--- src/include/icache_defs.svh ---
// Instruction cache geometry and configuration register map.
// Two ways, 64 sets, one 32-bit word per line.

`ifndef ICACHE_DEFS_SVH
`define ICACHE_DEFS_SVH

`define ICACHE_ADDR_W      32
`define ICACHE_WORD_W      32
`define ICACHE_SETS        64
`define ICACHE_IDX_W       6   // Address bits 7:2.
`define ICACHE_TAG_W       24  // Address bits 31:8.
`define ICACHE_AGE_W       3
`define ICACHE_AGE_MAX     7

`define ICACHE_CFG_AW      2
`define ICACHE_CFG_CTRL    2'd0
`define ICACHE_CFG_HITS    2'd1
`define ICACHE_CFG_MISSES  2'd2

`endif

--- src/source/icache_pkg.sv ---
// Shared types for the instruction cache.
// Vector widths come from the geometry header.

`include "icache_defs.svh"

package icache_pkg;

    typedef logic [`ICACHE_ADDR_W-1:0] addr_t;   // Fetch address.
    typedef logic [`ICACHE_WORD_W-1:0] word_t;   // Instruction word.
    typedef logic [`ICACHE_IDX_W-1:0]  idx_t;    // Set index.
    typedef logic [`ICACHE_TAG_W-1:0]  tag_t;
    typedef logic [`ICACHE_AGE_W-1:0]  age_t;

    typedef enum logic [1:0] {
        IDLE,
        LOOKUP,
        REFILL,
        RESP
    } ctrl_state_e;

endpackage

--- src/source/icache_age.sv ---
// Replacement state for the two ways.
// Each set keeps a saturating age per way; the older or invalid way
// is offered as the victim for the current index.

`timescale 1ns/1ps
`include "icache_defs.svh"

module icache_age (
    input  logic             clk,
    input  logic             rst,
    input  icache_pkg::idx_t i_idx,
    input  logic             i_touch,
    input  logic             i_way,
    input  logic             i_valid0,
    input  logic             i_valid1,
    output logic             o_victim
);

    icache_pkg::age_t age0_q [`ICACHE_SETS];
    icache_pkg::age_t age1_q [`ICACHE_SETS];
    icache_pkg::age_t age0;
    icache_pkg::age_t age1;

    assign age0 = age0_q[i_idx];
    assign age1 = age1_q[i_idx];

    always_comb begin
        if (!i_valid0) begin
            o_victim = 1'b0;
        end else if (!i_valid1) begin
            o_victim = 1'b1;
        end else begin
            o_victim = (age1 > age0);   // Tie stays on way 0.
        end
    end

    always_ff @(posedge clk or negedge rst) begin
        if (!rst) begin
            for (int s = 0; s < `ICACHE_SETS; s++) begin
                age0_q[s] <= '0;
                age1_q[s] <= '0;
            end
        end else if (i_touch) begin
            if (i_way) begin
                age1_q[i_idx] <= '0;
                if (age0 != `ICACHE_AGE_W'(`ICACHE_AGE_MAX)) begin
                    age0_q[i_idx] <= age0 + 1'b1;
                end
            end else begin
                age0_q[i_idx] <= '0;
                if (age1 != `ICACHE_AGE_W'(`ICACHE_AGE_MAX)) begin
                    age1_q[i_idx] <= age1 + 1'b1;
                end
            end
        end
    end

endmodule

--- config.mk ---
export PLATFORM = sky130hd
export DESIGN_NAME = icache_age
export DESIGN_NICKNAME = d
export VERILOG_FILES = /design/src/source/icache_pkg.sv /design/src/source/icache_age.sv
export VERILOG_INCLUDE_DIRS = /design/src /design/src/include
export SDC_FILE = /design/constraint.sdc
export NUM_CORES = 1
export LEC_CHECK = 0
export ABC_CLOCK_PERIOD_IN_PS = 5400
export CAP_MARGIN = 40
export CORE_ASPECT_RATIO = 0.7
export CORE_MARGIN = 2
export CORE_UTILIZATION = 53
export DETAILED_ROUTE_END_ITERATION = 6
export DONT_BUFFER_PORTS = 1
export PLACE_DENSITY_LB_ADDON = 0.2
export RECOVER_POWER = 25
export SLEW_MARGIN = 0
export SYNTH_ARGS = -nofsm -noshare
export SYNTH_HDL_FRONTEND = slang
export SYNTH_SLANG_ARGS = --single-unit
--- constraint.sdc ---
create_clock -name clk -period 5.4 [get_ports clk]
set_input_delay 0.27 -clock clk [delete_from_list [all_inputs] [get_ports clk]]
set_output_delay 0.27 -clock clk [all_outputs]
set_load 0.005 [all_outputs]
======== After elaboration in Yosys (flattened, before gate mapping) ========
Cells that the tools add are included.
operators by class
  $mul .................................... 0
  muxes and demuxes ....................... 16
  equal/unequal tests ..................... 3
  div/mod/pow operators ................... 0
  bitwise logic cells ..................... 4
  shift-type cells ........................ 0
  reduce and logical (&&, ||, !) cells .... 4
  add/subtract/negate cells ............... 2
  order comparisons ....................... 3
operators with widths
  kind                                                                           count
  192-bit 2-to-1 mux                                                             4
  192-bit AND                                                                    2
  192-bit bitwise mux                                                            2
  192-bit NOT                                                                    1
  3-bit binary-select mux with 6-bit select                                      2
  3-bit demux with 6-bit select                                                  1
  3-bit 2-to-1 mux                                                               5
  7-bit >= comparator (second input constant)                                    1
  7-bit by 1-bit less-than comparator with 1-bit output (second input constant)  1
  6-bit NOT with 7-bit output                                                    1
  3-bit by 1-bit adder with 3-bit output (second input constant)                 2
  3-bit inequality test (second input constant)                                  2
  2-bit AND reduction                                                            2
  3-bit > comparator                                                             1
  1-bit 2-to-1 mux                                                               2
  2-bit by 1-bit inequality test with 1-bit output (second input constant)       1
  2-bit nonzero test                                                             1
  1-bit logical AND                                                              1
word-level totals
  register bits ........................... 384
  memory bits (read-only) ................. 0
  bits in writable memories ............... 0
  bits in latches ......................... 0
  memories kept ........................... 0
  input bits .............................. 12

======== Logic depth before layout (Yosys ltp) ========
  word-level depth ........................ 8
  gate-level depth with buffers ........... 19
  mapped depth without buffers ............ 12

======== Worst setup path before layout ========
Ideal clock, no wire load.
  kind .................................... input port to flip-flop
  start ................................... in i_idx[0]
  end ..................................... reg age1_q[111] in the netlist's numbering
  setup time .............................. 0.095 ns
  stages on the path ...................... 18
  arrival time ............................ 3.595 ns
  path slack .............................. 1.710 ns
  path buffers ............................ 8
  cells stage by stage .................... buf_6 -> buf_4 -> buf_4 -> buf_2 -> buf_2 -> mux2_2 -> nand2_1 -> a21oi_1 -> o21ai_0 -> nand4_1 -> ha_1 -> ha_1 -> a21boi_0 -> clkbuf_1 -> buf_2 -> buf_1 -> nand2_1 -> o31ai_1
on the way
  word-level cells in the longest chain between the ends .. 8
  elaborated cells between the ends (all ways) .. 18
ends and longest elaborated chain
  element                                                                                         line                                                  source
  from (decl)                                                                                     icache_age.sv:11                                      input icache_pkg::idx_t i_idx,
  6-bit NOT with 7-bit output (implied by the code) *                                             icache_age.sv:25, icache_age.sv:45, icache_age.sv:52
  3-bit binary-select mux with 6-bit select (tied with other cells)                               icache_age.sv:25                                      assign age1 = age1_q[i_idx];
  3-bit 2-to-1 mux (implied by the code) / 1-bit logical AND (equally long branches)              icache_age.sv:25, icache_age.sv:45, icache_age.sv:52
  3-bit 2-to-1 mux (on tied branches)                                                             icache_age.sv:25, icache_age.sv:45, icache_age.sv:52
  3-bit by 1-bit adder with 3-bit output / 3-bit demux with 6-bit select (equally long branches)  icache_age.sv:52, icache_age.sv:45
  192-bit bitwise mux / 192-bit NOT (equally long branches)                                       --
  192-bit 2-to-1 mux / 192-bit AND (equally long branches)                                        --
  192-bit 2-to-1 mux                                                                              icache_age.sv:44                                      if (i_way) begin
  to (signal, indexed assignment)                                                                 icache_age.sv:52                                      age1_q[i_idx] <= age1 + 1'b1;
  to (decl)                                                                                       icache_age.sv:20                                      icache_pkg::age_t age1_q [`ICACHE_SETS];
Every way passes the cells marked *; elsewhere a longest branch is shown, timed or not. The select of a mux whose other input is x is not followed.
A chain may end at the register's enable or synchronous reset.

======== Worst setup path in the final report ========
  start ................................... reg age0_q[26] in the netlist's numbering
  end ..................................... reg age0_q[174] in the netlist's numbering
on the way
  word-level cells in the longest chain between the ends .. 6
ends and longest elaborated chain
  element                                                            line              source
  from (decl)                                                        icache_age.sv:19  icache_pkg::age_t age0_q [`ICACHE_SETS];
  from (signal, indexed assignment)                                  icache_age.sv:47  age0_q[i_idx] <= age0 + 1'b1;
  3-bit binary-select mux with 6-bit select                          icache_age.sv:24  assign age0 = age0_q[i_idx];
  3-bit 2-to-1 mux (implied by the code) (2 in series)               icache_age.sv:24
  3-bit inequality test                                              icache_age.sv:46  if (age0 != `ICACHE_AGE_W'(`ICACHE_AGE_MAX)) begin
  2-bit by 1-bit inequality test with 1-bit output (no source line)  --
  2-bit AND reduction (no source line)                               --
Every way passes these cells. The select of a mux whose other input is x is not followed.

==> flow_summary.json <==
{
  "rsz0062_at_grt": "false",
  "synthArstFlopShare": 1.00,
  "worstPathRequired_ns": 5.82,
  "routed_wl_um": 57400,
  "synthFlopType": "dfrtp_1",
  "worstSetupStartpoint": "age0_q[26]",
  "max_stage_delay_ns": 0.64,
  "ys_top_cells_by_area": "dfrtp_1 52%, nand2_1 8.3%, mux2_2 6.7%, o21ai_0 6.5%, mux4_2 4.0%",
  "via_per_inst": 6.46,
  "slew_viol_final": 0,
  "grt_pass1_wl_um": 88200,
  "path_class": "reg -> reg",
  "cap_viol_max_count": 0,
  "register_area_um2": 9610,
  "p_per_area_nw_per_um2": 340,
  "cp_slowest_cell": "a21boi_2",
  "grt_pass1_vias": 13954,
  "final_antenna_net_count": 0,
  "setup_violations": 0,
  "synth_seq_cells": 384,
  "avgSynthCellArea_um2": 10.2,
  "finalHoldViolCount": 384,
  "cts.clk_slew.worst_paths_ns": 0.06,
  "finalCriticalPeriod_ns": 4.34,
  "grtUsageTotal": 0.325,
  "path_cells": "mux4_2 -> and3_1 -> a31oi_1 -> o211ai_1 -> or4_1 -> ha_1 -> a21boi_2 -> buf_4 -> nand2_1 -> o41ai_1",
  "cts_buffers": 38,
  "yosysSeqAreaShare": 0.523,
  "n_fill_cell": 2930,
  "ctsHtreeMaxLevel": 2,
  "ios": 13,
  "synth_top_area_cell": "dfrtp_1",
  "fmax_mhz": 230,
  "cts_setup_buffers": 0,
  "synth_cell_type_count": 68,
  "drive_gt1_frac": 0.148,
  "die_area_um2": 36200,
  "grt_max_degree": 385,
  "power_mw": 6.82,
  "via_count": 14494,
  "arrival_ns": 4.77,
  "total_leakage_power_nw": 8.68,
  "peakVddDrop_v": 0.000262,
  "die_width_um": 227,
  "cts_hold_buf": 1,
  "core-area_um2": 34400,
  "antenna_cells": 0,
  "hold_path_class": "in -> async",
  "fp-row-count": 57,
  "drt_iter0_markers": 1935,
  "syn_to_final_growth_pct": 9.11,
  "cts_root_buf": "clkbuf_16",
  "finalNetCount": 1763,
  "initial_core_util": 0.533,
  "gp_congestion": 0.950,
  "syn-cell-area_um2": 18400,
  "route.detailed.drc": 0,
  "tightest_slew_ns": 1.05,
  "skew_ns": 0.0150,
  "ys_warn_count": 0,
  "crit_path_start_kind": "register",
  "violations": "negative hold slack",
  "tns_ns": 0,
  "grt_antenna_before_repair": 0,
  "wl_per_cell_um": 25.6,
  "whs_ns": -0.569,
  "numClockSinks": 384,
  "crit_fanout": 16,
  "first_pass_iters": 6,
  "end_kind": "register",
  "hpwl_um": 37400,
  "period_share": 0.804,
  "syn_nets": 1812,
  "clock_latency_ns": 0.55,
  "overflow": 0,
  "cts_buffer_depth": 3,
  "slew_headroom": 0.303,
  "cts_tree": "yes",
  "yosys-top-cells-count": "407 x nand2_1, 384 x dfrtp_1, 238 x o21ai_0",
  "synth.most_common_cell": "nand2_1",
  "portBuffers": 0,
  "fp.dieH_um": 160,
  "synth-edff-count": 0,
  "syn-instance-count": 1793,
  "outcome": "finished with violations",
  "multi_input_area_um2": 8130,
  "yosysTopAreaCellShare": 0.523,
  "r2r_start": "age0_q[26]"
}
## cell type report
class	instances	share of cell area
Tap cell	472	0.0295
Clock inverter	10	0.00637
Multi-Input combinational cell	1261	0.406
Clock buffer	59	0.0591
Sequential cell	384	0.479
Inverter	24	0.00449
Timing Repair Buffer	35	0.0154
## registers in the layout (all words and copies together) (netlist names)
name / count
age0_q: 192
age1_q: 192
## power breakdown
part           internal, mW  switching (mW)
sequential             3.14           0.149
combinational         0.309           0.425
clock                  1.65            1.14
total                  5.10            1.71
## timing repair
action / CTS / global route
resized for setup: 0 / 0
endpoints found under the setup margin: 0 / 0
endpoints found under the hold margin: 434 / 384
## through the flow
stage | std cells | area [um^2] | worst slack [ns] | utilization | hold WS (ns)
after floorplan | 1793 | 18400 | 1.71 | - | -0.0256
after global placement | 2169 | 18600 | 1.37 | 0.541 | -0.00487
after detailed placement | 2175 | 18700 | 1.23 | 0.543 | -0.00752
after CTS | 2245 | 20000 | 1.23 | 0.582 | -0.581
after global routing | 2245 | 20000 | 0.986 | 0.582 | -0.585
final | 2245 | 20000 | 1.06 | 0.582 | -0.569
## layer usage
layer  up-vias  part of all wire  GRT usage
met5         -                 0          0
met4         0             0.036      0.114
met3       134              0.12     0.0833
met2       841              0.40      0.433
met1      7154              0.44      0.511
li1       6365                 -          -
## cell families (layout without fill, tap and decap cells)
group	after synthesis	count (layout)	share of synthesized area
and+or+nand+nor	597	597	0.140
AOI/OAI and AO/OA	472	472	0.166
DFF	384	384	0.523
muxes	185	185	0.131
buffers and inverters	148	128	0.0358
adders and majority gates	7	7	0.00477
## worst max-delay path, delay by kind of cell, from the launching register on
kind            cells  cell delay (ns)
compound gates      4             1.67
simple gates        3             1.14
mux                 1             0.46
flops               1             0.37
buf+inv             1             0.34
fa+ha+maj           1             0.24
## path summary, 6_finish.rpt
kind | to | slack (ns) | cells after the start
setup / recovery | age0_q[174] | 1.06 | 10
hold / removal | age1_q[166] | -0.57 | 0
setup reg to reg | age0_q[174] | 1.06 | 10
hold reg to reg | age1_q[114] | 0.47 | 2
max in group asynchronous | age1_q[120] | 5.11 | 0
min in group clk | age0_q[129] | 0.11 | 3
## layout by cell type, fill, tap and decap left out, drive strengths merged, types with 7 or more instances in the layout
cell type	Yosys	routed
nand2b	7	7
nor3	15	15
nand3	45	45
o22ai	28	28
a32o	9	9
o31ai	54	54
or3b	7	7
nor2	60	60
mux2	111	111
inv	23	23
mux2i	41	41
ha	7	7
dfrtp	384	384
nand3b	8	8
clkbuf	71	59
a221oi	21	21
a221o	20	20
a22oi	23	23
a21oi	18	18
nand2	407	407
mux4	33	33
buf	53	35
a22o	13	13
o22a	7	7
clkinv	1	7
o21ai	238	238
nor2b	9	9
No activity file was read; power rests on OpenSTA's default activity.
