**src/include/icache_defs.svh**
```systemverilog
// Instruction cache geometry and configuration register map.
// Two ways, 64 sets, one 32-bit word per line.

`ifndef ICACHE_DEFS_SVH
`define ICACHE_DEFS_SVH

`define ICACHE_ADDR_W      32
`define ICACHE_WORD_W      32
`define ICACHE_SETS        64
`define ICACHE_IDX_W       6   // Address bits 7:2.
`define ICACHE_TAG_W       24  // Address bits 31:8.
`define ICACHE_AGE_W       3
`define ICACHE_AGE_MAX     7

`define ICACHE_CFG_AW      2
`define ICACHE_CFG_CTRL    2'd0
`define ICACHE_CFG_HITS    2'd1
`define ICACHE_CFG_MISSES  2'd2

`endif

```
**src/source/icache_pkg.sv**
```systemverilog
// Shared types for the instruction cache.
// Vector widths come from the geometry header.

`include "icache_defs.svh"

package icache_pkg;

    typedef logic [`ICACHE_ADDR_W-1:0] addr_t;   // Fetch address.
    typedef logic [`ICACHE_WORD_W-1:0] word_t;   // Instruction word.
    typedef logic [`ICACHE_IDX_W-1:0]  idx_t;    // Set index.
    typedef logic [`ICACHE_TAG_W-1:0]  tag_t;
    typedef logic [`ICACHE_AGE_W-1:0]  age_t;

    typedef enum logic [1:0] {
        IDLE,
        LOOKUP,
        REFILL,
        RESP
    } ctrl_state_e;

endpackage

```
**src/source/icache_cfg.sv**
```systemverilog
// Cache configuration registers.
// Enable bit and flush command at CTRL, free running hit and miss
// counters at HITS and MISSES. Reads are combinational.

`timescale 1ns/1ps
`include "icache_defs.svh"

module icache_cfg (
    input  logic                      clk,
    input  logic                      rst,
    input  logic                      i_cfg_wr,
    input  logic [`ICACHE_CFG_AW-1:0] i_cfg_addr,
    input  icache_pkg::word_t         i_cfg_wdata,
    output icache_pkg::word_t         o_cfg_rdata,
    input  logic                      i_hit,
    input  logic                      i_miss,
    output logic                      o_enable,
    output logic                      o_flush
);

    icache_pkg::word_t hits_q;
    icache_pkg::word_t misses_q;
    logic              ctrl_wr;

    assign ctrl_wr = i_cfg_wr & (i_cfg_addr == `ICACHE_CFG_CTRL);
    assign o_flush = ctrl_wr & i_cfg_wdata[1];   // Acts on the write edge.

    always_ff @(posedge clk or negedge rst) begin
        if (!rst) begin
            o_enable <= 1'b1;
        end else if (ctrl_wr) begin
            o_enable <= i_cfg_wdata[0];
        end
    end

    always_ff @(posedge clk or negedge rst) begin
        if (!rst) begin
            hits_q   <= '0;
            misses_q <= '0;
        end else begin
            if (i_hit) begin
                hits_q <= hits_q + 1'b1;
            end
            if (i_miss) begin
                misses_q <= misses_q + 1'b1;
            end
        end
    end

    always_comb begin
        case (i_cfg_addr)
            `ICACHE_CFG_CTRL:   o_cfg_rdata = {{(`ICACHE_WORD_W-1){1'b0}}, o_enable};
            `ICACHE_CFG_HITS:   o_cfg_rdata = hits_q;
            `ICACHE_CFG_MISSES: o_cfg_rdata = misses_q;
            default:            o_cfg_rdata = '0;
        endcase
    end

endmodule

```
**config.mk**
```make
export PLATFORM = sky130hd
export DESIGN_NAME = icache_cfg
export DESIGN_NICKNAME = d
export VERILOG_FILES = /design/src/source/icache_pkg.sv /design/src/source/icache_cfg.sv
export VERILOG_INCLUDE_DIRS = /design/src /design/src/include
export SDC_FILE = /design/constraint.sdc
export NUM_CORES = 1
export LEC_CHECK = 0
export BUFFER_PORTS_ARGS = -buffer_cell sky130_fd_sc_hd__buf_2
export CAP_MARGIN = 20
export CORE_UTILIZATION = 56
export CTS_BUF_LIST = sky130_fd_sc_hd__clkbuf_8
export CTS_CLUSTER_DIAMETER = 100
export CTS_CLUSTER_SIZE = 28
export DETAILED_ROUTE_END_ITERATION = 7
export PLACE_DENSITY = 0.92
export SYNTH_ARGS = -nofsm -noshare
export SYNTH_HDL_FRONTEND = slang
export SYNTH_SLANG_ARGS = --single-unit
```
**constraint.sdc**
```tcl
create_clock -name clk -period 2.2 [get_ports clk]
set_input_delay 0.55 -clock clk [delete_from_list [all_inputs] [get_ports clk]]
set_output_delay 0.55 -clock clk [all_outputs]
set_load 0.01 [all_outputs]
```
; After elaboration in Yosys (flattened, before gate mapping)
; Index checks and enable logic that the tools add are counted.
[totals]
ff_bits = 65
in_bits = 39
out_inout_bits = 34
wordCells = 11
[classes]
n_addsub = 2
eq_ne = 2
n_mux = 1
bitwise = 2
reduce_logical = 1
[ops]
columns = operator, n
row1 = $pmux W32 S3, 1
row2 = $add A32 B1 Y32 const B, 2
row3 = $and A1 B1 Y1, 2
row4 = $eq A2 B1 Y1 const B, 1
row5 = $eq A2 B2 Y1 const B, 1
row6 = $logic_not A2 Y1, 1

; Longest topological paths before layout
; Gate-level depths: netlist of the first run.
[logic_depth]
depth_word = 3
ltp_mapped = 6
ltp_nobuf = 5

; Least setup slack after synthesis of the first run
; No wires, ideal clock.
[synth_path]
kind = input port to flip-flop
startpoint = in i_hit
endpoint = reg hits_q[28]
setup_time_ns = 0.079
t_arrival_ns = 1.805
required_time_ns = 2.121
slack_ns = 0.316
stages = 5
path_buffers = 1
cell_sequence = buf_2 nand4_4 or4_4 nor4_2 xor2_1
[synth_lines]
columns = element, line_no
row1 = start: declaration, icache_cfg.sv:15  ; input logic i_hit,
row2 = end signal: assignment, icache_cfg.sv:42  ; hits_q <= hits_q + 1'b1;
row3 = end: declaration, icache_cfg.sv:21  ; icache_pkg::word_t hits_q;

; Worst setup path after layout of the first run
[layout_path]
startpoint = in i_cfg_addr[1]
endpoint = out o_cfg_rdata[17]
[layout_via]
elab_chain_len = 2
elab_cells_between_ends = 4
classes_between = 2 x eq/ne / 1 x mux / 1 x reduce/logical
[layout_lines]
columns = element, line_no
row1 = start: declaration, icache_cfg.sv:12  ; input logic [`ICACHE_CFG_AW-1:0] i_cfg_addr,
row2 = $eq A2 B2 Y1 (tied with other cells), icache_cfg.sv:51  ; case (i_cfg_addr)
row3 = $pmux W32 S3 *, icache_cfg.sv:51
row4 = end: declaration, icache_cfg.sv:14  ; output icache_pkg::word_t o_cfg_rdata,
; Every way passes the cells marked *; elsewhere a longest branch is shown, timed or not.

==> results of run 1 <==
synthesized netlist by cell type (2+ instances only):
cell,number,share of area [%]
xor2_1,13,3.5
nand3_1,23,3.5
a22o_1,31,8.2
and2_1,2,0.38
nor2b_1,2,0.38
and4_1,5,1.3
nand4_1,25,4.7
mux2_2,3,1.0
inv_1,3,0.34
nor2_1,13,1.5
nor4_1,2,0.38
nor4_2,3,1.1
dfrtp_1,64,49
and3_1,10,1.9
ha_1,2,0.76
xnor2_1,49,13
clkbuf_1,9,1.0
nand2_1,26,3.0
nor3_1,6,0.91
nand4_4,2,1.3
worst max-delay path, delay by kind of cell:
kind / cells / cell delay [ns]
buf+inv: 3 / 0.43
compound gates: 1 / 0.26
simple gates: 1 / 0.17
metrics by stage:
stage               total power (W)  area (sq um)  setup slack [ns]  std cells
finish                     0.002983          3875            0.2369        433
detailed placement         0.002009          3686            0.2008        417
floorplan                  0.001792          3299            0.3158        302
CTS                        0.002977          3875            0.2529        433
global placement           0.001969          3686            0.2067        417
global route               0.003107          3875            0.2202        433
flip-flops by register name, indices dropped and copies added (netlist names):
register	cells
hits_q	32
misses_q	32
o_enable	1
how the worst max path moves through the flow:
stage / to / from / slack, ns
6_report: o_cfg_rdata[17] / i_cfg_addr[1] / 0.24
5_1_grt: o_cfg_rdata[22] / i_cfg_addr[1] / 0.22
4_1_cts: o_cfg_rdata[13] / i_cfg_addr[1] / 0.25
3_5_place_dp: hits_q[28]$_DFFE_PN0P_ / i_hit / 0.20
3_3_place_gp: hits_q[28]$_DFFE_PN0P_ / i_hit / 0.21
2_1_floorplan: hits_q[28]$_DFFE_PN0P_ / i_hit / 0.32
area by class of cell:
class / instances / area (sq um)
multi-input cells: 224 / 1627
clock inverters: 6 / 51.30
flip-flops and latches: 65 / 1628
inverters: 3 / 11.26
fillers: 393 / 1733
repair buffers: 53 / 330.3
clock buffers: 10 / 137.6
well taps: 72 / 90.09
power breakdown:
part | switching, W | total (W) | internal (W)
Sequential | 0.000204 | 0.00153 | 0.00133
Clock | 0.000441 | 0.000980 | 0.000538
Combinational | 0.000243 | 0.000473 | 0.000230
Total | 0.000888 | 0.00298 | 0.00209
logic make-up (layout without fill, tap and decap cells):
family,Yosys count,after routing,synth area share (%)
simple gates,124,124,22.22
compound gates,32,32,8.381
flops,65,65,49.34
buf+inv,13,72,1.517
xor+xnor,62,62,16.46
fa+ha+maj,2,2,0.7583
mux,4,4,1.327
layer usage:
| metal | up-vias | track usage, % |
|---|---|---|
| li1 | 1218 | - |
| met4 | 0 | 17.78 |
| met2 | 130 | 43.74 |
| met5 | - | 0 |
| met1 | 1342 | 37.92 |
| met3 | 28 | 4.483 |
==> metrics, run 1 <==
status=finished, final reports clean; maximum number of pins on one net before global-route repair=48; Final setup viols=0; clk sinks=65; relative slew slack=56.50%; via-per-instance ratio=6.277; CORE AREA=0.005608 sq mm; R2R cell count=5; Tcrit/Tclk final=89.23%; max_cap viols=0; post-synthesis register bit count=65; met1 wire length=3.286 mm; Root Buffer=clkbuf_8; Yosys warning count=0; CP dominant cell by count=buf_2; r2r setup slk=0.35 ns; CTS resizes=0; 1st-iter DRT viols=350; ant diodes=0; synthesis-to-layout area growth=17.44%; crit path kind=in -> out; DRT Wirelength=7.931 mm; Fin. Hold Viols=0; slowest stage cell, crit path=a22o_1; htree depth=3; max incr delay on CP=0.26 ns; unrepaired setup endpoints after global routing=no; pwr dens=769.7 mW/mm^2; IO Port Bufs=42; Net count, final=397; DP Wirelength=5.396 mm; Top Metal Used=met4; clk_lat worst skew=0.34 ns; initial antenna violation count=0; unique cell type count in the Yosys netlist=29; routed vias=2718; deepest clock path buffer count=2; Setup Fix Bufs, Post-CTS=0; DIE HEIGHT=around 79 microns; wire length per cell=roughly 18 microns; I/O pins=73; grt total ovfl=0; share of layout cells above drive strength 1=21.88%; CTS tree=built; syn nets=between 300 and 400; final core utilization=69.10%; Setup TNS Final=0 ns; gpl congestion=0.9089; leading cell type in the layout, fill and taps excluded=dfrtp_1; number of enable flip-flop cells after synthesis=0; number of global-route vias before repair=2644; Peak VDD IR=0.0005235 V; Synth Cell Area=0.003299 sq mm; Final Max Slew Viols=0; row cnt=27; gr usage total=between 20 and 30%; Worst EP required=1.65 ns; Synth Instances=approximately 300; drt first pass iters=5; worst-path cell chain=buf_2, nor2b_2, buf_12, a22o_1, buf_2; die footprint=0.006203 sq mm; crit end category=output port; commonest cells after routing, fill and taps aside=64 x dfrtp_1, 49 x xnor2_1, 42 x buf_2, 31 x a22o_1, 26 x nand2_1; top_reg_cell synth=dfrtp_1; wire length on met2=3.903 mm; Min Hold Slack=0.1560 ns; worst clock skew=0.006253 ns; Routed Antenna Nets=0; CTS Buf Count=9; CP max FO=31; worst-margin pin slew=around 0.65 ns; Starting Density=58.84%; met3 wire length=436 microns; Hold Crit Class=in -> async; drt drc=0; fmax=slightly above 0.5 GHz; fraction of registers with async set/reset=100.0%; CP arrival=approximately 1.4 ns; Pleak=~1.8 nW; first-pass GRT wire length=13.22 mm; Startpoint Class=primary input; syn_area_per_cell=10.93 sq um; Final Critical Period=just under 2 ns; Reg2Reg Launch Point=hits_q[0]$_DFFE_PN0P_; post-synthesis sequential area ratio=49.34%; reg-to-reg endpoint=hits_q[28]$_DFFE_PN0P_; hold buffer count at cts=0; Clock transition at path regs=0.07 ns; Die Wd=roughly 79 microns
Power figures use the tool's default switching activity.
==> inputs of run 2 (changes only) <==
Settings changed: RECOVER_POWER from default to 25.
==> metrics, run 2 (same netlist as run 1, synthesis figures left out) <==
status=finished, final reports clean (unchanged); crit path kind=in -> out (unchanged); maximum number of pins on one net before global-route repair=48 (unchanged); Peak VDD IR=0.0005253 V (was 0.0005235 V); Routed Antenna Nets=0 (unchanged); row cnt=27 (unchanged); routed vias=2735 (was 2718); IO Port Bufs=42 (unchanged); htree depth=3 (unchanged); CP dominant cell by count=buf_2 (unchanged); drt first pass iters=5 (unchanged); met3 wire length=426 microns (was 436 microns); first-pass GRT wire length=13.22 mm (unchanged); leading cell type in the layout, fill and taps excluded=dfrtp_1 (unchanged); Largest regs=hits_q (32), misses_q (32), o_enable (1) (unchanged); DIE HEIGHT=78.76 microns (unchanged); 1st-iter DRT viols=346 (was 350); unrepaired setup endpoints after global routing=no (unchanged); final core utilization=68.79% (was 69.10%); met1 wire length=3.266 mm (was 3.286 mm); Clock transition at path regs=0.07 ns (about the same); DP Wirelength=5.396 mm (unchanged); Net count, final=397 (unchanged); Final setup viols=0 (unchanged); Top Metal Used=met4 (unchanged); Min Hold Slack=0.3517 ns (was 0.1560 ns); Root Buffer=clkbuf_8 (unchanged); synthesis-to-layout area growth=16.91% (was 17.44%); DRT Wirelength=7.844 mm (was 7.931 mm); clk sinks=65 (unchanged); wire length per cell=18.12 microns (was 18.32 microns); CP arrival=1.41 ns (about the same); Hold Crit Class=in -> async (unchanged); relative slew slack=33.88% (was 56.50%); wire length on met2=3.858 mm (was 3.903 mm); Pwr Total=0.002970 W (was 0.002983 W); clk_lat worst skew=0.34 ns (about the same); I/O pins=73 (unchanged); pwr dens=769.9 mW/mm^2 (was 769.7 mW/mm^2); fmax=0.5102 GHz (was 0.5094 GHz); slowest stage cell, crit path=a22o_1 (unchanged); via-per-instance ratio=6.316 (was 6.277); gr usage total=28.49% (unchanged); Worst EP required=1.65 ns (about the same); max incr delay on CP=0.26 ns (about the same); Die Wd=78.76 microns (unchanged); Pleak=1.798 nW (was 1.809 nW); worst-path cell chain=buf_2, nor2b_2, buf_12, a22o_1, buf_2 (unchanged); commonest cells after routing, fill and taps aside=64 x dfrtp_1, 49 x xnor2_1, 41 x buf_2, 31 x a22o_1, 26 x nand2_1 (was 64 x dfrtp_1, 49 x xnor2_1, 42 x buf_2, 31 x a22o_1, 26 x nand2_1); Tcrit/Tclk final=89.08% (was 89.23%); CP max FO=31 (unchanged); crit end category=output port (unchanged); share of layout cells above drive strength 1=21.33% (was 21.88%); Final Critical Period=1.960 ns (was 1.963 ns); max_cap viols=0 (unchanged); hold buffer count at cts=0 (unchanged); initial antenna violation count=0 (unchanged); worst clock skew=0.004999 ns (was 0.006253 ns); ant diodes=0 (unchanged); CTS resizes=0 (unchanged); number of global-route vias before repair=2644 (unchanged); worst-margin pin slew=0.9918 ns (was 0.6466 ns); grt total ovfl=0 (unchanged); drt drc=0 (unchanged); Setup Fix Bufs, Post-CTS=0 (unchanged); die footprint=0.006203 sq mm (unchanged); Startpoint Class=primary input (unchanged); CTS Buf Count=9 (unchanged); CORE AREA=0.005608 sq mm (unchanged); gpl congestion=0.9089 (unchanged); CTS tree=built (unchanged); deepest clock path buffer count=2 (unchanged); Final Max Slew Viols=0 (unchanged); Setup TNS Final=0 ns (unchanged); Starting Density=58.84% (unchanged); Fin. Hold Viols=0 (unchanged); largest delay contributor family on the critical path=buffers and inverters (unchanged); CP Buf/Inv Count=3 (unchanged)
run 2: changes by cell type in the layout (fill, tap and decap cells not counted):
cell / change
buf_4: -1
clkbuf_4: +1
buf_12: -1
buf_2: -1
clkbuf_1: +2
run 2: worst paths after layout:
| check | slack [ns] | depth (start not counted) | endpoint | start |
|---|---|---|---|---|
| setup reg to reg | 0.34 | 5 | hits_q[28]$_DFFE_PN0P_ | hits_q[1]$_DFFE_PN0P_ |
| hold reg to reg | 0.48 | 1 | misses_q[31]$_DFFE_PN0P_ | misses_q[31]$_DFFE_PN0P_ |
| max in group asynchronous | 0.60 | 2 | misses_q[13]$_DFFE_PN0P_ | rst |
| min in group clk | 0.45 | 2 | o_enable$_DFFE_PN1P_ | i_cfg_wdata[0] |
| setup / recovery | 0.24 | 5 | o_cfg_rdata[17] | i_cfg_addr[1] |
| hold / removal | 0.35 | 1 | hits_q[3]$_DFFE_PN0P_ | rst |
run 2: per-layer routing:
| layer | up-vias | global-route usage (%) |
|---|---|---|
| li1 | 1216 | - |
| met1 | 1354 | 37.92 |
| met2 | 139 | 43.74 |
| met3 | 26 | 4.483 |
| met4 | 0 | 17.78 |
| met5 | - | 0 |
run 2: where the power goes:
group	total, W	switching [W]	internal [W]
Combinational	0.000462	0.000243	0.000219
Sequential	0.00153	0.000204	0.00133
Clock	0.000978	0.000440	0.000538
run 2: through the flow:
| stage | cells | worst slack, ns | area [sq um] |
|---|---|---|---|
| floorplan | 302 | 0.3158 | 3299 |
| global placement | 417 | 0.2067 | 3686 |
| detailed placement | 417 | 0.2008 | 3686 |
| CTS | 433 | 0.2529 | 3875 |
| global route | 433 | 0.2202 | 3857 |
| finish | 433 | 0.2402 | 3857 |
run 2: final cells by class:
| type | instances | area [sq um] |
|---|---|---|
| timing repair buffer | 53 | 312.8 |
| fill | 398 | 1750 |
| inverter | 3 | 11.26 |
| clock buffer | 10 | 137.6 |
| sequential | 65 | 1628 |
| multi-input combinational | 224 | 1627 |
| tap | 72 | 90.09 |
| clock inverter | 6 | 51.30 |
