`src/include/icache_defs.svh`:
```
// Instruction cache geometry and configuration register map.
// Two ways, 64 sets, one 32-bit word per line.

`ifndef ICACHE_DEFS_SVH
`define ICACHE_DEFS_SVH

`define ICACHE_ADDR_W      32
`define ICACHE_WORD_W      32
`define ICACHE_SETS        64
`define ICACHE_IDX_W       6   // Address bits 7:2.
`define ICACHE_TAG_W       24  // Address bits 31:8.
`define ICACHE_AGE_W       3
`define ICACHE_AGE_MAX     7

`define ICACHE_CFG_AW      2
`define ICACHE_CFG_CTRL    2'd0
`define ICACHE_CFG_HITS    2'd1
`define ICACHE_CFG_MISSES  2'd2

`endif

```
`src/source/icache_pkg.sv`:
```
// Shared types for the instruction cache.
// Vector widths come from the geometry header.

`include "icache_defs.svh"

package icache_pkg;

    typedef logic [`ICACHE_ADDR_W-1:0] addr_t;   // Fetch address.
    typedef logic [`ICACHE_WORD_W-1:0] word_t;   // Instruction word.
    typedef logic [`ICACHE_IDX_W-1:0]  idx_t;    // Set index.
    typedef logic [`ICACHE_TAG_W-1:0]  tag_t;
    typedef logic [`ICACHE_AGE_W-1:0]  age_t;

    typedef enum logic [1:0] {
        IDLE,
        LOOKUP,
        REFILL,
        RESP
    } ctrl_state_e;

endpackage

```
`src/source/icache_ctrl.sv`:
```
// Instruction cache controller.
// Accepts one fetch at a time, checks both ways, and on a miss or bypass
// fetches the word over the refill port. Fills go to the victim way.

`timescale 1ns/1ps
`include "icache_defs.svh"

module icache_ctrl (
    input  logic               clk,
    input  logic               rst,
    // Fetch port.
    input  logic               i_req_valid,
    output logic               o_req_ready,
    input  icache_pkg::addr_t  i_req_addr,
    output logic               o_rsp_valid,
    input  logic               i_rsp_ready,
    output icache_pkg::word_t  o_rsp_data,
    // Refill port.
    output logic               o_mem_req_valid,
    input  logic               i_mem_req_ready,
    output icache_pkg::addr_t  o_mem_req_addr,
    input  logic               i_mem_rsp_valid,
    input  icache_pkg::word_t  i_mem_rsp_data,
    // RAM control.
    output logic               o_rd,
    output icache_pkg::idx_t   o_idx,
    output icache_pkg::tag_t   o_wr_tag,
    output logic               o_wr0,
    output logic               o_wr1,
    output icache_pkg::word_t  o_wdata,
    input  icache_pkg::tag_t   i_tag0,
    input  icache_pkg::tag_t   i_tag1,
    input  logic               i_valid0,
    input  logic               i_valid1,
    input  icache_pkg::word_t  i_data0,
    input  icache_pkg::word_t  i_data1,
    // Age unit.
    output logic               o_touch,
    output logic               o_touch_way,
    input  logic               i_victim,
    // Configuration.
    input  logic               i_enable,
    output logic               o_hit,
    output logic               o_miss
);

    icache_pkg::ctrl_state_e state_q;
    icache_pkg::ctrl_state_e state_d;
    icache_pkg::addr_t       addr_q;
    icache_pkg::word_t       rsp_data_q;
    icache_pkg::tag_t        req_tag;
    logic                    bypass_q;
    logic                    req_pend_q;
    logic                    accept;
    logic                    hit0;
    logic                    hit1;
    logic                    lookup_hit;
    logic                    fill_evt;
    logic                    alloc;

    assign accept   = i_req_valid & o_req_ready;
    assign req_tag  = addr_q[`ICACHE_ADDR_W-1:`ICACHE_IDX_W+2];

    // Compare is skipped entirely in bypass.
    assign hit0       = ~bypass_q & i_valid0 & (i_tag0 == req_tag);
    assign hit1       = ~bypass_q & i_valid1 & (i_tag1 == req_tag);
    assign lookup_hit = hit0 | hit1;

    assign fill_evt = (state_q == icache_pkg::REFILL) & i_mem_rsp_valid;
    assign alloc    = fill_evt & ~bypass_q;

    always_comb begin
        state_d = state_q;
        case (state_q)
            icache_pkg::IDLE: begin
                if (i_req_valid) begin
                    state_d = icache_pkg::LOOKUP;
                end
            end
            icache_pkg::LOOKUP: begin
                state_d = lookup_hit ? icache_pkg::RESP : icache_pkg::REFILL;
            end
            icache_pkg::REFILL: begin
                if (i_mem_rsp_valid) begin
                    state_d = icache_pkg::RESP;
                end
            end
            icache_pkg::RESP: begin
                if (i_rsp_ready) begin
                    state_d = icache_pkg::IDLE;
                end
            end
            default: state_d = icache_pkg::IDLE;
        endcase
    end

    always_ff @(posedge clk or negedge rst) begin
        if (!rst) begin
            state_q    <= icache_pkg::IDLE;
            bypass_q   <= 1'b0;
            req_pend_q <= 1'b0;
        end else begin
            state_q <= state_d;
            if (accept) begin
                bypass_q <= ~i_enable;   // Enable sampled once per access.
            end
            if (state_q == icache_pkg::LOOKUP && !lookup_hit) begin
                req_pend_q <= 1'b1;
            end else if (i_mem_req_ready) begin
                req_pend_q <= 1'b0;
            end
        end
    end

    always_ff @(posedge clk) begin
        if (accept) begin
            addr_q <= i_req_addr;
        end
        if (state_q == icache_pkg::LOOKUP && lookup_hit) begin
            rsp_data_q <= hit0 ? i_data0 : i_data1;
        end else if (fill_evt) begin
            rsp_data_q <= i_mem_rsp_data;
        end
    end

    assign o_req_ready     = (state_q == icache_pkg::IDLE);
    assign o_rsp_valid     = (state_q == icache_pkg::RESP);
    assign o_rsp_data      = rsp_data_q;
    assign o_mem_req_valid = (state_q == icache_pkg::REFILL) & req_pend_q;
    assign o_mem_req_addr  = addr_q;

    // RAMs see the incoming index in IDLE, the held one afterwards.
    assign o_rd     = accept;
    assign o_idx    = o_req_ready ? i_req_addr[`ICACHE_IDX_W+1:2]
                                  : addr_q[`ICACHE_IDX_W+1:2];
    assign o_wr_tag = req_tag;
    assign o_wdata  = i_mem_rsp_data;
    assign o_wr0    = alloc & ~i_victim;
    assign o_wr1    = alloc & i_victim;

    assign o_touch     = ((state_q == icache_pkg::LOOKUP) & lookup_hit) | alloc;
    assign o_touch_way = (state_q == icache_pkg::LOOKUP) ? ~hit0 : i_victim;

    assign o_hit  = (state_q == icache_pkg::LOOKUP) & lookup_hit;
    assign o_miss = (state_q == icache_pkg::LOOKUP) & ~bypass_q & ~lookup_hit;

endmodule

```
`config.mk`:
```
export PLATFORM = sky130hd
export DESIGN_NAME = icache_ctrl
export DESIGN_NICKNAME = d
export VERILOG_FILES = /design/src/source/icache_pkg.sv /design/src/source/icache_ctrl.sv
export VERILOG_INCLUDE_DIRS = /design/src /design/src/include
export SDC_FILE = /design/constraint.sdc
export NUM_CORES = 1
export LEC_CHECK = 0
export BUFFER_PORTS_ARGS = -buffer_cell sky130_fd_sc_hd__buf_2
export CELL_PAD_IN_SITES_DETAIL_PLACEMENT = 2
export CELL_PAD_IN_SITES_GLOBAL_PLACEMENT = 2
export CORE_AREA = 2 2 139 175
export CTS_CLUSTER_DIAMETER = 120
export DETAILED_ROUTE_END_ITERATION = 10
export DIE_AREA = 0 0 141 177
export HOLD_SLACK_MARGIN = 0.12
export PLACE_DENSITY_LB_ADDON = 0.1
export SYNTH_ARGS = -nofsm -noshare
export SYNTH_HDL_FRONTEND = slang
export SYNTH_SLANG_ARGS = --single-unit
export TNS_END_PERCENT = 10
```
`constraint.sdc`:
```
create_clock -name clk -period 4.6 [get_ports clk]
set_input_delay 0.46 -clock clk [delete_from_list [all_inputs] [get_ports clk]]
set_output_delay 0.46 -clock clk [all_outputs]
set_load 0.005 [all_outputs]
```
Word level (Yosys, flattened, before mapping):

Index checks and enable logic that the tools add are counted.

* logic and storage cells: 52
* bits in registers: 68

* bitwise gates (word level): 20
* reduce and logical (&&, ||, !) cells: 7
* equal/unequal tests: 8
* mux-type cells: 12

Operators by type and width (count)
* 2-to-1 mux 32 bit: 3
* equality test 24 bit: 2
* AND 1 bit: 13
* case mux 2 bit (4 select lines): 1
* 2-to-1 mux 2 bit: 3
* 2-to-1 mux 6 bit: 1
* inverter 1 bit: 5
* equality test 2 bit (second input constant): 2
* 2-to-1 mux 1 bit: 4
* != test 2 bit (second input constant): 2
* nonzero test 2 bit: 2
* AND reduction 3 bit: 1
* equality test 2 x 1 -> 1 bit (second input constant): 1
* logical AND 1 bit: 2
* zero test 2 bit: 1
* != test 2 x 1 -> 1 bit (second input constant): 1
* OR 1 bit: 2
* zero test 1 bit: 1

Depth between registers and ports, before layout:

* depth in word-level cells: 7
* depth in mapped cells: 8
* mapped depth without buffers: 6

Worst setup path after synthesis:

Ideal clock, no wire load.

* path kind: flip-flop to flip-flop
* start: register addr_q[9], in the netlist o_mem_req_addr[9]
* end: register rsp_data_q[0], in the netlist o_rsp_data[0], enable pin
* cell stages (with the launch flop): 9
* path buffers: 3
* data arrival time: 4299 ps
* slack: -164 ps
* data required time: 4134 ps
* clock period less this slack: 4764 ps
* cells stage by stage: edfxtp_1 -> xnor2_1 -> nand4_1 -> or4_1 -> clkbuf_1 -> o32a_1 -> buf_6 -> buf_6 -> o21ai_0

* cells in the longest elaborated chain, start to end: 5

Ends and longest elaborated chain
* start: declaration: RTL line icache_ctrl.sv:49 `icache_pkg::addr_t addr_q;`
* start signal: assignment: RTL line icache_ctrl.sv:117 `addr_q <= i_req_addr;`
* equality test 24 bit, on equally long branches: RTL line icache_ctrl.sv:65, icache_ctrl.sv:66
* AND 1 bit, on equally long branches: RTL line icache_ctrl.sv:65, icache_ctrl.sv:66
* OR 1 bit (*): RTL line icache_ctrl.sv:67 `assign lookup_hit = hit0 | hit1;`
* logical AND 1 bit (*): RTL line icache_ctrl.sv:119 `if (state_q == icache_pkg::LOOKUP && lookup_hit) begin`
* nonzero test 2 bit (no source line) (*)
* end signal: assignment: RTL line icache_ctrl.sv:120 `rsp_data_q <= hit0 ? i_data0 : i_data1;`
* end signal: assignment: RTL line icache_ctrl.sv:122 `rsp_data_q <= i_mem_rsp_data;`
* end: declaration: RTL line icache_ctrl.sv:50 `icache_pkg::word_t rsp_data_q;`

Mark *: on every way between the ends. The rest lies on a longest branch, timed or not.
A chain may end at the register's enable or synchronous reset.

Final worst setup path:

* start: register addr_q[11], in the netlist o_mem_req_addr[11]
* end: output port o_touch

* cells in the longest elaborated chain, start to end: 5

Ends and longest elaborated chain
* equality test 24 bit, on equally long branches: RTL line icache_ctrl.sv:65, icache_ctrl.sv:66
* AND 1 bit, on equally long branches: RTL line icache_ctrl.sv:65, icache_ctrl.sv:66
* OR 1 bit (*): RTL line icache_ctrl.sv:67
* AND 1 bit (*): RTL line icache_ctrl.sv:141 `assign o_touch = ((state_q == icache_pkg::LOOKUP) & lookup_hit) | alloc;`
* OR 1 bit (*): RTL line icache_ctrl.sv:141
* end: declaration: RTL line icache_ctrl.sv:38 `output logic o_touch,`

Marked as above.

==> summary.md <==
| Metric | Value |
|---|---|
| Worst-path maximum fanout | `36` |
| Iter 0 DRT Violations | `101` |
| Fill cells | `2724` |
| Largest net degree at the start of global routing | `69` |
| Initial antenna violation count | `1` |
| Worst EP arrival | `3.40 ns` |
| Final setup fails | `0` |
| Core area | `23410 sq um` |
| IO buf count | `321` |
| Routed Wire Length | `19760 um` |
| Worst slew margin | `37.79%` |
| Clock buffer count from CTS | `9` |
| DRC Markers | `0` |
| Count of buffer and inverter cells on the critical path | `2` |
| Synth Register Bits | `68` |
| Average wire per standard cell | `19.88 um` |
| DR vias | `4457` |
| Clock skew | `0.008884 ns` |
| Mapped Nets | `631` |
| R2R depth | `7` |
| Crit Path Category | `flip-flop to output port` |
| Fraction of layout cells with a size suffix above 1 | `50.57%` |
| Crit path max-delay cell type | `o32a_2` |
| Final worst-path cycle share | `83.99%` |
| Final Hold Fails | `0` |
| Die footprint | `24960 sq um` |
| Syn Area/Cell | `10.36 sq um` |
| Total track usage | `15.52%` |
| Antenna violation net count after detailed routing | `0` |
| Setup TNS | `0 ns` |
| Critical Path Max Stage Delay | `0.74 ns` |
| Gpl congestion | `0.7994` |
| Rows | `63` |
| End of the worst hold path | `o_mem_req_addr[9]` |
| Starting density of the core | `19.52%` |
| Max_cap viols | `0` |
| Ports | `322` |
| Synth warnings | `0` |
| Post-Syn Area | `4571 sq um` |
| Met3 Routed Length | `1578 um` |
| R2R Setup Slk | `0.93 ns` |
| CP top delay family | `compound AO/OA/AOI/OAI gates` |
| Worst setup startpoint | `o_mem_req_addr[11]` |
| Net count, final | `887` |
| Worst-path cell chain | `xnor2_1 > nand4_1 > or4_1 > buf_4 > o32a_2 > o22ai_1 > buf_2` |
| Reg2reg start | `o_mem_req_addr[11]` |
| Gate Count Post-Synth | `441` |
| Highest metal used | `met5` |
| Clk sinks | `68` |
| Post_cts resized | `0` |
| Max Freq | `258.8 MHz` |
| Leakage | `0.002806 uW` |
| Worst setup EP type | `output port` |
| Hold path depth | `1` |
| Post-DP HPWL | `15320 um` |
| First-pass GRT wire length | `29090 um` |
| CTS tree | `yes` |
| Peak supply drop | `0.0002376 V` |
| CTS max path bufs | `2` |
| Synth-to-Final Area Change | `40.24%` |
| Met2 wire len | `10100 um` |
| HP Start | `i_req_addr[9]` |
| Distinct cells, synth | `36` |
| Vias in the first global route | `4842` |
| Die Y | `177 um` |
| Setup crit start kind | `flip-flop` |
| Minimum period implied by the final worst setup slack | `3.863 ns` |
| First drt pass iteration count | `4` |
| Final core utilization | `27.38%` |
| Root buf cell | `clkbuf_16` |
| Global route overflow | `0` |
| Chip width | `141 um` |
| H-Tree Depth | `3` |
| Worst min-delay path class | `input pin to flip-flop` |
| Crit path required time | `4.14 ns` |
| Slew of the pin with the lowest slew margin | `0.9331 ns` |
| Pwr dens | `431.4 nW/um^2` |
| Met1 wire length | `7859 um` |
| CTS clk-pin slew, worst paths | `0.07 ns` |
| Clock Latency Late Sink | `0.34 ns` |
| Outcome | `complete, no violations` |
| Post-synthesis sequential area ratio | `44.24%` |
| FF-to-FF End | `o_rsp_data[1]` |
| Pins Over Slew Limit | `0` |
| Post-DR vias/cell | `4.484` |
| Number of diodes | `0` |
| RSZ-0062 raised after global routing | `false` |
## stage by stage
| step | worst slack (ns) | hold slack (ns) | total power, uW | cells | instance area (sq um) |
|---|---|---|---|---|---|
| floorplan | 0.7054 | 0.1644 | 1584 | 441 | 4571 |
| global placement | 0.7273 | 0.2795 | 2010 | 977 | 6072 |
| detailed placement | 0.7161 | 0.2822 | 2042 | 977 | 6072 |
| CTS | 0.6109 | 0.2697 | 2849 | 994 | 6410 |
| global route | 0.5038 | 0.2768 | 2987 | 994 | 6410 |
| finish | 0.7367 | 0.2934 | 2765 | 994 | 6410 |
## sequential cells by signal (all words and copies together), names as in the netlist
signal	count
bypass_q	1
o_mem_req_addr	32
o_rsp_data	32
req_pend_q	1
state_q	2
## kinds of logic (layout without fill, tap and decap cells)
group | Yosys count | after routing | synth area share (%)
and+or+nand+nor | 145 | 145 | 15.93
buffers and inverters | 92 | 353 | 12.81
adders and majority gates | 4 | 4 | 1.095
AOI/OAI and AO/OA | 77 | 77 | 15.06
muxes | 6 | 6 | 1.478
xor gates and xnor gates | 49 | 49 | 9.390
DFF | 68 | 68 | 44.24
## power by group
group          internal, uW  switching, uW
registers               832           86.8
clock network           492            286
logic                   449            619
## repair_timing
action | 4_1_cts | 5_1_grt
setup buffers | 0 | 0
hold buffers | 1 | 0
endpoints found under the hold margin | 4 | 0
## synthesized netlist by cell type
| cell | count | share of area, % |
|---|---|---|
| nand2b_1 | 1 | 0.14 |
| o41ai_1 | 32 | 6.1 |
| xor2_1 | 36 | 6.9 |
| and4_1 | 1 | 0.19 |
| a211oi_1 | 1 | 0.16 |
| a222oi_1 | 1 | 0.22 |
| a221o_1 | 32 | 7.0 |
| nor3b_1 | 1 | 0.16 |
| buf_4 | 56 | 9.2 |
| clkinv_1 | 1 | 0.082 |
| buf_6 | 4 | 0.99 |
| nor4_1 | 16 | 2.2 |
| o21ai_0 | 3 | 0.33 |
| or3_1 | 1 | 0.14 |
| o31ai_1 | 1 | 0.16 |
| clkbuf_1 | 25 | 2.1 |
| edfxtp_1 | 64 | 42 |
| xnor2_1 | 13 | 2.5 |
| o32a_1 | 1 | 0.22 |
| nand3_1 | 2 | 0.22 |
| ha_1 | 4 | 1.1 |
| inv_1 | 6 | 0.49 |
| nand3b_1 | 2 | 0.33 |
| o21a_1 | 1 | 0.16 |
| mux2_2 | 6 | 1.5 |
| and2_1 | 35 | 4.8 |
| or4_1 | 1 | 0.16 |
| nand4_1 | 7 | 0.96 |
| o22ai_1 | 1 | 0.14 |
| or4bb_1 | 1 | 0.25 |
| nor3_1 | 3 | 0.33 |
| nand2_1 | 68 | 5.6 |
| nor2_1 | 6 | 0.49 |
| dfrtp_1 | 4 | 2.2 |
| a21oi_1 | 3 | 0.33 |
| a22o_1 | 1 | 0.19 |
## worst max-delay path by stage
stage	to	slack, ns	cells after the start
6_report	o_touch	0.74	7
5_1_grt	o_touch	0.50	7
2_1_floorplan	o_rsp_data[0]	0.71	8
4_1_cts	o_touch	0.61	7
3_3_place_gp	o_rsp_data[8]	0.73	8
3_5_place_dp	o_rsp_data[0]	0.72	8
## routing by layer
layer  vias up  GRT usage (%)
li1       2104              -
met1      2125          17.57
met2       215          28.50
met3        11          4.600
met4         2          3.833
met5         -              0
## layout by cell type (no fill, tap or decap), drive strengths merged, types with 2 or more instances in the layout
master,instances
dfrtp,4
nor2,6
nor3,3
inv,6
a221o,32
nor4,16
xnor2,13
ha,4
nand3,2
clkbuf,11
o41ai,32
edfxtp,64
mux2,6
buf,329
bufinv,2
nand2,68
xor2,36
nand4,7
nand3b,2
o21ai,3
clkinv,3
and2,35
a21oi,3
## cell type report
class | count | area, sq um | share of cell area (%)
Sequential cell | 68 | 2022 | 31.54
Multi-Input combinational cell | 281 | 1992 | 31.08
Tap cell | 292 | 365.4 | 5.700
Timing Repair Buffer | 330 | 1677 | 26.16
Clock buffer | 11 | 242.7 | 3.787
Clock inverter | 5 | 85.08 | 1.327
Inverter | 7 | 26.28 | 0.4099
(Power assumes the default switching activity.)
